<file path="src/rtl/atom_pkg.sv">
`default_nettype none
// ======================================================================
// Shared types and constants for the Atom system glue
// Address map, turbo encoding and the bus and keyboard bundles
// Imported by wildcard into every RTL module
// ======================================================================

package atom_pkg;

   // ===================================================================
   // Basic bus types
   // ===================================================================

   // CPU address and data
   typedef logic [15:0] addr_t;
   typedef logic [7:0]  data_t;

   // External SRAM address, 256 KB part
   typedef logic [17:0] ext_addr_t;

   // CPU speed select, as set from the keyboard
   typedef enum logic [1:0]
   {
      TURBO_1MHZ = 2'b00,
      TURBO_2MHZ = 2'b01,
      TURBO_4MHZ = 2'b10,
      TURBO_8MHZ = 2'b11
   } turbo_t;

   // CPU bus as captured on the clock enable
   typedef struct packed
   {
      addr_t addr;
      data_t wdata;
      logic  rnw;
   } cpu_bus_t;

   // Keyboard matrix lines into PIA port B and C
   typedef struct packed
   {
      logic [5:0] keyout;
      logic       shift_n;
      logic       ctrl_n;
      logic       rept_n;
   } kbd_t;

   // ===================================================================
   // Timing constants
   // ===================================================================

   // clk25 cycles per counter period
   localparam int CLKDIV_PERIOD = 25;
   // CPU enables per cassette tone half-period
   localparam int CAS_DIV = 208;
   // 8 KB video RAM
   localparam int VID_ADDR_W = 13;
   // Floating data bus pattern
   localparam data_t UNMAPPED_MASK = 8'hF1;

   // Region prefixes, top address bits
   localparam logic [1:0] ROM_PREFIX = 2'b11;
   localparam logic       RAM_PREFIX = 1'b0;
   localparam logic [2:0] VID_PREFIX = 3'b100;
   localparam logic [5:0] PIA_PREFIX = 6'b101100;

   // 8255 register offsets
   localparam logic [1:0] PIA_PA   = 2'd0;
   localparam logic [1:0] PIA_PB   = 2'd1;
   localparam logic [1:0] PIA_PC   = 2'd2;
   localparam logic [1:0] PIA_CTRL = 2'd3;

endpackage

`default_nettype wire

</file>
<file path="src/rtl/atom_cassette.sv">
`timescale 1ns/1ps
`default_nettype none
// ======================================================================
// Cassette tone generator and output gating
// Tone toggles every CAS_DIV CPU enables
// ======================================================================

module atom_cassette
   import atom_pkg::*;
(
   input  wire        clk25,
   input  wire        pwr_up_reset_n,
   input  wire        cpu_clken,
   input  wire  [3:0] pc_out,
   output logic       cas_tone,
   output logic       cas_out,
   output logic       sound
);

   // Enables counted in this half-period
   logic [$clog2(CAS_DIV)-1:0] cas_cnt;

   always_ff @(posedge clk25)
   begin
      if (!pwr_up_reset_n)
      begin
         cas_cnt  <= '0;
         cas_tone <= 1'b0;
      end
      else if (cpu_clken)
      begin
         if (cas_cnt == CAS_DIV - 1)
         begin
            cas_cnt  <= '0;
            cas_tone <= !cas_tone;
         end
         else
            cas_cnt <= cas_cnt + 1'b1;
      end
   end

   // Same two NAND gates and inverter as the board
   assign cas_out = !(!(!cas_tone && pc_out[1]) && pc_out[0]);

   // Speaker straight from PC2
   assign sound = pc_out[2];

endmodule

`default_nettype wire

</file>
<file path="config.mk">
export PLATFORM = sky130hd
export DESIGN_NAME = atom_cassette
export DESIGN_NICKNAME = d
export VERILOG_FILES = /design/src/rtl/atom_pkg.sv /design/src/rtl/atom_cassette.sv
export SDC_FILE = /design/constraint.sdc
export NUM_CORES = 1
export LEC_CHECK = 0
export BUFFER_PORTS_ARGS = -buffer_cell sky130_fd_sc_hd__buf_4
export CORE_AREA = 2 2 39 41
export DETAILED_ROUTE_END_ITERATION = 10
export DIE_AREA = 0 0 41 43
export GPL_TIMING_DRIVEN = 0
export PLACE_DENSITY = 0.64
export SLEW_MARGIN = 25
export SYNTH_ARGS = -nofsm -noshare
export SYNTH_HDL_FRONTEND = slang
export SYNTH_SLANG_ARGS = --single-unit
export TNS_END_PERCENT = 10
</file>
<file path="constraint.sdc">
create_clock -name clk25 -period 1.55 [get_ports clk25]
set_input_delay 0.155 -clock clk25 [delete_from_list [all_inputs] [get_ports clk25]]
set_output_delay 0.155 -clock clk25 [all_outputs]
set_load 0.05 [all_outputs]
</file>
==> metrics.md, run 1 <==
| Metric | Value |
|---|---|
| Status | `finished, final reports clean` |
| Worst Path Required | `1.75 ns` |
| HP Start | `pwr_up_reset_n` |
| P_int | `358 µW` |
| Final Instance Area | `519 µm²` |
| R2R Setup Slk | `0.14 ns` |
| Yosys cell types | `20` |
| WHS Endpoint | `cas_cnt[6]` |
| DP Area | `490 µm²` |
| CP Capture Type | `flip-flop` |
| Clock Tree Root | `clkbuf_4` |
| Switching share of power | `0.246` |
| PwrDens | `between 900 and 1000 nW/µm²` |
| Normalized max-slew margin | `0.832` |
| Die Width | `41 µm` |
| Final Non-Filler Cells | `75` |
| Routed WL per cell | `11.2 µm` |
| Die ar. | `approximately 1800 µm²` |
| # hold bufs at CTS | `0` |
| Number of synthesized flops with an enable pin | `0` |
| Final period utilization | `0.909` |
| Initial antenna violation count | `0` |
| CP max stage delay | `0.50 ns` |
| Post-synth top area cell | `dfxtp_1` |
| Asr flop ratio synth | `0` |
| CTS tree | `built` |
| Via count | `398` |
| RSZ-0062 raised after global routing | `false` |
| RR Endpoint | `cas_cnt[6]` |
| Hold Path Class | `in -> reg` |
| GPL Wtd Cong | `0.747` |
| 1st-iter DRT viols | `5` |
| Clock Pin Slew Worst Setup and Hold Paths | `0.06 ns` |
| Pwr Total | `474 µW` |
| Yosys warning count | `0` |
| Ys flop type | `dfxtp_1` |
| Tot GR Track Use | `0.118` |
| #FFs+latches synth | `9` |
| Num Clock Sinks | `9` |
| Routed Antenna Nets | `0` |
| Clk_skew | `0.00388 ns` |
| Half-perimeter wire length after placement | `649 µm` |
| Post-CTS setup buffer count | `0` |
| Measured slew at the worst slew-check pin | `0.251 ns` |
| Fin nets | `approximately 70` |
| H-tree Lvls | `1` |
| Worst Hold Depth | `3` |
| Setup violators final | `0` |
| Worst-Skew Late Latency | `0.26 ns` |
| Setup_tns | `0 ns` |
| Net Sw Power | `about 120 µW` |
| Seq pwr share | `0.520` |
| GRT Residual Overflow | `0` |
| DRC Markers | `0` |
| Area share of the largest cell type after synthesis | `0.424` |
| Largest net degree at the start of global routing | `8` |
| Synthesized area | `425 µm²` |
| Vias in the first global route | `332` |
| Slowest cell on the critical path | `or4_1` |
| Cells along the critical path | `ha_1, nand4_2, or4_1, o21ai_1` |
| Layout cells sized above 1 | `0.237` |
| Chip height | `43 µm` |
| I/O Buffers | `6` |
| Clock network fraction of total power | `0.385` |
| Antenna fix cells | `0` |
| LEAKAGE | `around 0.20 nW` |
| Final Hold Fails | `0` |
| IO Pins | `10` |
| Max Fanout on Critical Path | `7` |
| VDD IR-drop max | `0.000308 V` |
| Starting Density | `0.307` |
| Synth-to-layout area growth | `22.1%` |
| Origin of the critical flop-to-flop path | `cas_cnt[0]` |
| Max Transition Viols Final | `0` |
| Comb power frac | `0.095` |
| Num CTS Buffers | `3` |
| Max cap viols | `0` |
| Vias per cell | `5.31` |
| Post-synthesis cell count | `49` |
| Count leader, synth | `dfxtp_1` |
| Post-synth top cells | `9 x dfxtp_1, 5 x a21oi_1, 5 x nand2_1, 4 x nor2_1, 4 x o21ai_0` |
| Mean post-synth cell area | `8.68 µm²` |
| Placed cells | `71` |
| Min Tclk post-route | `1.41 ns` |
| Crit path kind | `reg -> reg` |
| Clock tree buffer depth | `2` |
| Final hold slack | `around 0.16 ns` |
| Drt pass-1 iters | `4` |
| First-pass GRT wire length | `1.37 mm` |
| F_max | `709 MHz` |
| DRT Wirelength | `843 µm` |
| Syn_nets | `57` |
| Core ar. | `1380 µm²` |
| R2R depth | `4` |
| Sequential-to-total area share from yosys stat | `0.424` |
| Ranking of synthesized cells by area | `dfxtp_1 42%, a21oi_1 5.9%, o21ai_0 4.7%, nand2_1 4.4%, xor2_1 4.1%` |
| Filler instances | `146` |
| Cell row count | `14` |
| Critical Path AT | `1.61 ns` |
| Startpoint types | `flip-flop` |
==> critical path: cells and delay by family, from the launching register on <==
kind / cells / cell delay, ns
DFF: 1 / 0.38
adders and majority gates: 1 / 0.20
AOI/OAI and AO/OA: 1 / 0.08
and+or+nand+nor: 2 / 0.68
==> flip-flops by register name, summed over array words and instances, names as in the netlist <==
register,cells
cas_tone,1
cas_cnt,8
==> worst max path at each step <==
| stage | startpoint | endpoint |
|---|---|---|
| 2_1_floorplan | cas_tone | cas_out |
| 3_3_place_gp | cas_cnt[0] | cas_cnt[6] |
| 3_5_place_dp | cas_cnt[0] | cas_cnt[6] |
| 4_1_cts | cas_cnt[0] | cas_cnt[6] |
| 5_1_grt | cas_cnt[0] | cas_cnt[6] |
| 6_report | cas_cnt[0] | cas_cnt[6] |
==> per-layer routing <==
metal	up-vias	track usage	part of all wire
met1	181	0.152	0.45
met4	0	0.0800	0.031
li1	201	-	-
met5	-	0	0
met3	4	0.0314	0.057
met2	12	0.166	0.46
==> final cells by class <==
type / instances / area [µm²] / share of cell area
buffer: 2 / 15.0 / 0.0289
tap: 16 / 20.0 / 0.0386
clock buffer: 4 / 26.3 / 0.0506
inverter: 2 / 7.51 / 0.0145
timing repair buffer: 6 / 45.0 / 0.0867
sequential: 9 / 183 / 0.352
multi-input combinational: 36 / 223 / 0.429
==> cell families (layout without fill, tap and decap cells) <==
group           Yosys count  in the layout  share of synthesized area
buf+inv                   4             14                     0.0529
mux                       1              1                     0.0235
compound gates           11             11                      0.135
fa+ha+maj                 1              1                     0.0294
simple gates             20             20                      0.274
flops                     9              9                      0.424
xor+xnor                  3              3                     0.0618
==> cells in the final DEF, fill, tap and decap left out, types with 2 or more instances in the layout <==
cell / count
inv_1: 2
or4_1: 2
buf_4: 8
clkbuf_4: 3
o21ai_1: 3
or3_1: 2
xor2_1: 2
o21ai_0: 2
dfxtp_1: 7
nand4_1: 2
dfxtp_2: 2
nand3_1: 2
nor2_1: 4
a21oi_1: 5
nand2_1: 5
==> through the flow <==
step | utilization | setup slack (ns)
floorplan | - | 0.128
global placement | 0.354 | 0.132
detailed placement | 0.354 | 0.0869
CTS | 0.373 | 0.0714
global route | 0.375 | 0.0390
finish | 0.375 | 0.140
==> power by group through the flow <==
stage | Combinational (mW) | Clock (mW) | Sequential [mW]
floorplan | 0.0316 | 0 | 0.248
global placement | 0.0439 | 0 | 0.250
detailed placement | 0.0457 | 0 | 0.250
CTS | 0.0459 | 0.191 | 0.245
global route | 0.0491 | 0.200 | 0.248
finish | 0.0453 | 0.183 | 0.247
==> timing repair <==
item	CTS	global route
resized for setup	0	3
endpoints found under the setup margin	0	5
endpoints found under the hold margin	0	0
Note: power is estimated with default switching activity, not from simulation.
==> inputs of run 2 (changes only) <==
ABC_AREA = 1   (was not set)
CTS_CLUSTER_DIAMETER = 120   (was not set)
PLACE_DENSITY = 0.66   (was 0.64)
TNS_END_PERCENT = not set   (was 10)
==> run 2 against run 1 <==
Compared with the run above: first-iteration DRC count shrank 20%; setup slack gained 0.20 ns; core utilization grew 1.9 points; final cell count grew 15%; critical path depth grew 2; non-clock buffer count is the same; global-route usage shrank 0.66 points; critical endpoint is now cas_cnt[4]; largest cell class unchanged; count of clock-buffer cells in the layout is the same; cell area grew 5.1%; register-to-register slack gained 0.20 ns; sequential cell count is the same; maximum frequency grew 16%.
==> metrics.md, run 2 <==
| Metric | Value |
|---|---|
| Routed WL per cell | `just over 9 µm` |
| Via count | `between 300 and 400` |
| DRT Wirelength | `778 µm` |
| Worst slack at placement | `0.331 ns` |
| Drt pass-1 iters | `2` |
| Normalized max-slew margin | `0.838` |
| Setup_tns | `0 ns` |
| Setup violators final | `0` |
| Clock tree buffer depth | `2` |
| Vias per cell | `4.64` |
| I/O Buffers | `7` |
| Hold Path Class | `in -> reg` |
| First-pass GRT wire length | `1.30 mm` |
| Top Registers | `cas_cnt (8), cas_tone (1)` |
| Half-perimeter wire length after placement | `a little over 600 µm` |
| Critical Path AT | `1.36 ns` |
| Chip height | `43 µm` |
| Number of synthesized flops with an enable pin | `0` |
| Max reg flops | `8` |
| LEAKAGE | `0.241 nW` |
| Crit path kind | `reg -> reg` |
| Clock Pin Slew Worst Setup and Hold Paths | `0.06 ns` |
| Sequential-to-total area share from yosys stat | `0.403` |
| CP Capture Type | `flip-flop` |
| Cells along the critical path | `ha_1, nand3_2, nor2_4, nand2_4, nand2_1, nor2_1` |
| Post-synthesis cell count | `59` |
| F_max | `825 MHz` |
| Final worst setup slack | `0.338 ns` |
| 1st-iter DRT viols | `4` |
| Max cap viols | `0` |
| Slowest cell on the critical path | `dfxtp_1` |
| Vias in the first global route | `~360` |
| Asr flop ratio synth | `0` |
| Crit path buffers/inverters | `0` |
| Final Hold Fails | `0` |
| Post-synth top cells | `12 x nand2_1, 9 x dfxtp_1, 9 x nor2_1, 7 x inv_1, 4 x nand3_1` |
| Final period utilization | `0.782` |
| Top delay family on crit path | `simple AND/OR/NAND/NOR gates` |
| Antenna fix cells | `0` |
| Commonest non-fill, non-tap cell in the layout | `nand2_1` |
| DRC Markers | `0` |
| Placed cells | `82` |
| Initial antenna violation count | `0` |
| RSZ-0062 raised after global routing | `false` |
| Num CTS Buffers | `3` |
| Ranking of synthesized cells by area | `dfxtp_1 40%, nand2_1 10%, nor2_1 7.6%, inv_1 5.9%, nor2_4 5.0%` |
| Biggest register | `cas_cnt` |
| DP Area | `519 µm²` |
| Final hold slack | `0.109 ns` |
| CP max stage delay | `0.35 ns` |
| Largest net degree at the start of global routing | `7` |
| GRT Residual Overflow | `0` |
| #FFs+latches synth | `9` |
| PwrDens | `roughly 850 nW/µm²` |
| Die ar. | `1760 µm²` |
| Area share of the largest cell type after synthesis | `0.403` |
| GPL Wtd Cong | `around 0.7` |
| Tot GR Track Use | `0.112` |
| Max Fanout on Critical Path | `5` |
| Measured slew at the worst slew-check pin | `about 0.24 ns` |
| Post-CTS setup buffer count | `0` |
| Post-synth top area cell | `dfxtp_1` |
| Die Width | `just over 40 µm` |
| Final Instance Area | `between 500 and 600 µm²` |
| Startpoint types | `flip-flop` |
| Synthesized area | `447 µm²` |
| Worst Hold Depth | `2` |
| Mean post-synth cell area | `roughly 7.6 µm²` |
| VDD IR-drop max | `0.000500 V` |
| Fin nets | `79` |
| Count leader, synth | `nand2_1` |
| Max Transition Viols Final | `0` |
| Yosys cell types | `19` |
| Worst-Skew Late Latency | `0.26 ns` |
| Clock Tree Root | `clkbuf_4` |
| Core ar. | `between 1000 and 1500 µm²` |
| Yosys warning count | `0` |
| Starting Density | `0.323` |
| R2R depth | `6` |
| Final core occ | `0.394` |
| Num Clock Sinks | `9` |
| Critical Path Stages | `6` |
| Cell row count | `14` |
| Status | `finished, final reports clean` |
| Synth-to-layout area growth | `22.1%` |
| Pwr Total | `463 µW` |
| Ys flop type | `dfxtp_1` |
| Min Tclk post-route | `about 1.2 ns` |
| Post-cts sizing count | `0` |
| Layout cells sized above 1 | `0.243` |
| # hold bufs at CTS | `0` |
| IO Pins | `10` |
| Clk_skew | `0.000308 ns` |
| Routed Antenna Nets | `0` |
| Syn_nets | `67` |
| Worst Path Required | `around 1.7 ns` |
| Commonest cells after routing, fill and taps aside | `12 x nand2_1, 9 x nor2_1, 9 x dfxtp_1, 8 x buf_4, 7 x inv_1` |
| Final Non-Filler Cells | `between 80 and 90` |
| H-tree Lvls | `1` |
| CTS tree | `built` |
-- run 2: cell types whose count changed in the layout (fill, tap and decap cells not counted), moves of 3 or more --
cell	delta
o21ai_1	-3
nand2_1	+7
inv_1	+5
nor2_1	+5
-- run 2: power by group --
| group | internal, mW | switching [mW] | leakage (nW) |
|---|---|---|---|
| Sequential | 0.237 | 0.00383 | 0.0730 |
| Clock | 0.0990 | 0.0789 | 0.0150 |
| Combinational | 0.0190 | 0.0253 | 0.153 |
-- run 2: worst reg2reg max path, stage by stage (launching register included) --
cell and delay, ns:
dfxtp_1 0.35, ha_1 0.19, nand3_2 0.11, nor2_4 0.16, nand2_4 0.09, nand2_1 0.13, nor2_1 0.06
-- run 2: cell type report --
cell class / count / area [µm²]
Fill cell: 143 / 838
Multi-Input combinational cell: 42 / 233
Sequential cell: 9 / 180
Timing Repair Buffer: 7 / 52.6
Clock buffer: 4 / 26.3
Inverter: 7 / 26.3
Tap cell: 16 / 20.0
Buffer: 1 / 7.51
-- run 2: kinds of logic (layout without fill, tap and decap cells) --
group | after synthesis | count (layout) | synth area share
adder cells (fa/ha/maj) | 1 | 1 | 0.0280
AND/OR/NAND/NOR | 34 | 34 | 0.395
flip-flops | 9 | 9 | 0.403
buffers and inverters | 8 | 19 | 0.0756
XOR/XNOR | 2 | 2 | 0.0392
AO/OA/AOI/OAI | 5 | 5 | 0.0588
-- run 2: worst paths after layout --
path              startpoint          to  slack (ns)
hold / removal     cpu_clken  cas_cnt[1]        0.11
setup reg to reg  cas_cnt[0]  cas_cnt[4]        0.34
setup / recovery  cas_cnt[0]  cas_cnt[4]        0.34
hold reg to reg   cas_cnt[7]  cas_cnt[7]        0.48
-- run 2: routing by layer --
layer | share of wire | wire [µm] | GRT usage | vias up
met2 | 0.50 | 386 | 0.159 | 7
met1 | 0.43 | 338 | 0.127 | 176
met4 | 0.022 | 17 | 0.100 | 0
met5 | 0 | 0 | 0 | -
met3 | 0.046 | 36 | 0.0314 | 4
li1 | - | - | - | 212
==> inputs of run 3 (changes only) <==
PLACE_DENSITY = 0.68   (was 0.66)
clock period = 1 ns   (was 1.55 ns; I/O delays follow)
==> run 3 against run 2 <==
Compared with the run above: the run now ends with negative setup slack left; highest routed layer unchanged; clock power up 62%; register-to-register slack got worse by 0.45 ns; critical path depth rose by 1; setup slack lost 0.45 ns; count of clock-buffer cells in the layout decreased by 1; sequential share of layout area fell by 3.8 points; clock skew up 0.0077 ns.
==> metrics.md, run 3 (synthesis gave the netlist of run 2 again) <==
| Metric | Value |
|---|---|
| Final period utilization | `1.11` |
| Num Clock Sinks | `9` |
| # hold bufs at CTS | `0` |
| Clock tree buffer depth | `2` |
| LEAKAGE | `roughly 0.27 nW` |
| Vias in the first global route | `around 360` |
| P_int | `557 µW` |
| Placed cells | `82` |
| RR Endpoint | `cas_tone` |
| Final worst setup slack | `-0.108 ns` |
| Max Fanout on Critical Path | `5` |
| Hold Path Class | `in -> reg` |
| Starting Density | `0.323` |
| VDD IR-drop max | `between 0.001 and 0.0015 V` |
| Via count | `between 400 and 500` |
| R2R depth | `7` |
| Clock Pin Slew Worst Setup and Hold Paths | `0.07 ns` |
| Largest net degree at the start of global routing | `7` |
| Min Tclk post-route | `approximately 1.1 ns` |
| Filler instances | `139` |
| CP Capture Type | `flip-flop` |
| IO Pins | `10` |
| HP Start | `cpu_clken` |
| Drt pass-1 iters | `2` |
| RSZ-0062 raised after global routing | `true` |
| Origin of the critical flop-to-flop path | `cas_cnt[0]` |
| Clock Tree Root | `clkbuf_4` |
| Seq pwr share | `0.498` |
| Layout cells sized above 1 | `0.453` |
| Max Transition Viols Final | `0` |
| DRC Markers | `0` |
| Tot GR Track Use | `0.132` |
| DP Area | `546 µm²` |
| 1st-iter DRT viols | `6` |
| Die ar. | `about 1800 µm²` |
| Final Non-Filler Cells | `between 90 and 100` |
| Worst Path Required | `1.20 ns` |
| Crit. Startpoint | `cas_cnt[0]` |
| Final Hold Fails | `0` |
| Critical Path AT | `1.31 ns` |
| Vias per cell | `4.66` |
| PwrDens | `1180 nW/µm²` |
| Die Width | `41 µm` |
| R2R Setup Slk | `-0.11 ns` |
| Setup_tns | `-0.628 ns` |
| Measured slew at the worst slew-check pin | `0.226 ns` |
| Antenna fix cells | `0` |
| Normalized max-slew margin | `0.849` |
| I/O Buffers | `7` |
| Clock network fraction of total power | `0.382` |
| Biggest register | `cas_cnt` |
| Clk_skew | `0.00800 ns` |
| GRT Residual Overflow | `0` |
| Startpoint types | `flip-flop` |
| Top Registers | `cas_cnt (8), cas_tone (1)` |
| First-pass GRT wire length | `1.48 mm` |
| Chip height | `roughly 43 µm` |
| H-tree Lvls | `1` |
| Half-perimeter wire length after placement | `626 µm` |
| Max reg flops | `8` |
| Core ar. | `1380 µm²` |
| WHS Endpoint | `cas_cnt[1]` |
| Commonest cells after routing, fill and taps aside | `12 x buf_4, 9 x nand2_1, 8 x nor2_1, 6 x inv_1, 6 x dfxtp_1` |
| Synth-to-layout area growth | `42.9%` |
| Status | `finished, violations left` |
| Violated checks | `negative setup slack` |
| DRT Wirelength | `roughly 910 µm` |
| Final core occ | `0.461` |
| Max cap viols | `0` |
| Setup violators final | `8` |
| Routed WL per cell | `between 10 and 15 µm` |
| Commonest non-fill, non-tap cell in the layout | `buf_4` |
| Worst Hold Depth | `2` |
| Final Instance Area | `638 µm²` |
| Fin nets | `84` |
| Num CTS Buffers | `3` |
| Switching share of power | `0.263` |
| F_max | `903 MHz` |
| Cell row count | `14` |
| CTS tree | `built` |
| Worst-Skew Late Latency | `0.27 ns` |
| Routed Antenna Nets | `0` |
| Comb power frac | `0.120` |
| GPL Wtd Cong | `0.732` |
| Initial antenna violation count | `0` |
| Net Sw Power | `199 µW` |
| Crit path kind | `reg -> reg` |
==> run 3: cell count changes in the layout (fill, tap and decap cells not counted), sizes merged <==
cell,delta
clkbuf,-1
buf,+5
clkinv,+1
==> run 3: final cells by class <==
class	instances	area [µm²]	share of cell area
multi-input combinational	42	277	0.433
sequential	9	186	0.292
timing repair buffer	12	93.8	0.147
inverter	7	26.3	0.0412
clock buffer	3	22.5	0.0353
tap	16	20.0	0.0314
buffer	1	7.51	0.0118
clock inverter	1	5.00	0.00784
==> run 3: power by group through the flow <==
stage          Combinational, mW  Clock (mW)  Sequential (mW)
2_1_floorplan             0.0462           0            0.384
3_3_place_gp              0.0736           0            0.385
3_5_place_dp              0.0757           0            0.386
4_1_cts                   0.0868       0.300            0.376
5_1_grt                    0.103       0.314            0.377
6_report                  0.0910       0.289            0.376
==> run 3: worst max-delay path by stage <==
stage,end,slack (ns),depth (start not counted)
2_1_floorplan,cas_tone,-0.04,6
3_3_place_gp,cas_cnt[0],-0.10,6
3_5_place_dp,cas_cnt[4],-0.13,6
4_1_cts,cas_tone,-0.09,7
5_1_grt,cas_tone,-0.16,6
6_report,cas_tone,-0.11,7
==> run 3: stage by stage <==
step | worst slack [ns] | hold WS (ns) | power [mW]
2_1_floorplan | -0.0399 | 0.182 | 0.430
3_3_place_gp | -0.105 | 0.333 | 0.459
3_5_place_dp | -0.128 | 0.350 | 0.462
4_1_cts | -0.0873 | 0.0552 | 0.763
5_1_grt | -0.156 | 0.0721 | 0.794
6_report | -0.108 | 0.0553 | 0.756
==> run 3: repair_timing <==
action	4_1_cts	5_1_grt
endpoints found under the setup margin	8	8
gates resized for setup	6	3
setup buffers	3	2
pin swaps	6	3
gates cloned	0	0
hold endpoints to repair	0	0
==> run 3: worst max-delay path, cell delays in order (launching register included) <==
cell	delay [ns]
dfxtp_2	0.36
ha_4	0.15
nand3_4	0.07
nor2_4	0.16
nand2_4	0.10
nand2_2	0.08
nand2_1	0.05
nor2_1	0.07
==> run 3: metal layers <==
| layer | part of all wire | global-route usage | up-vias | wire [µm] |
|---|---|---|---|---|
| met5 | 0 | 0 | - | 0 |
| met4 | 0.054 | 0.140 | 0 | 49 |
| met3 | 0.040 | 0.0314 | 4 | 36 |
| met2 | 0.49 | 0.181 | 7 | 449 |
| met1 | 0.41 | 0.149 | 193 | 375 |
| li1 | - | - | 220 | - |
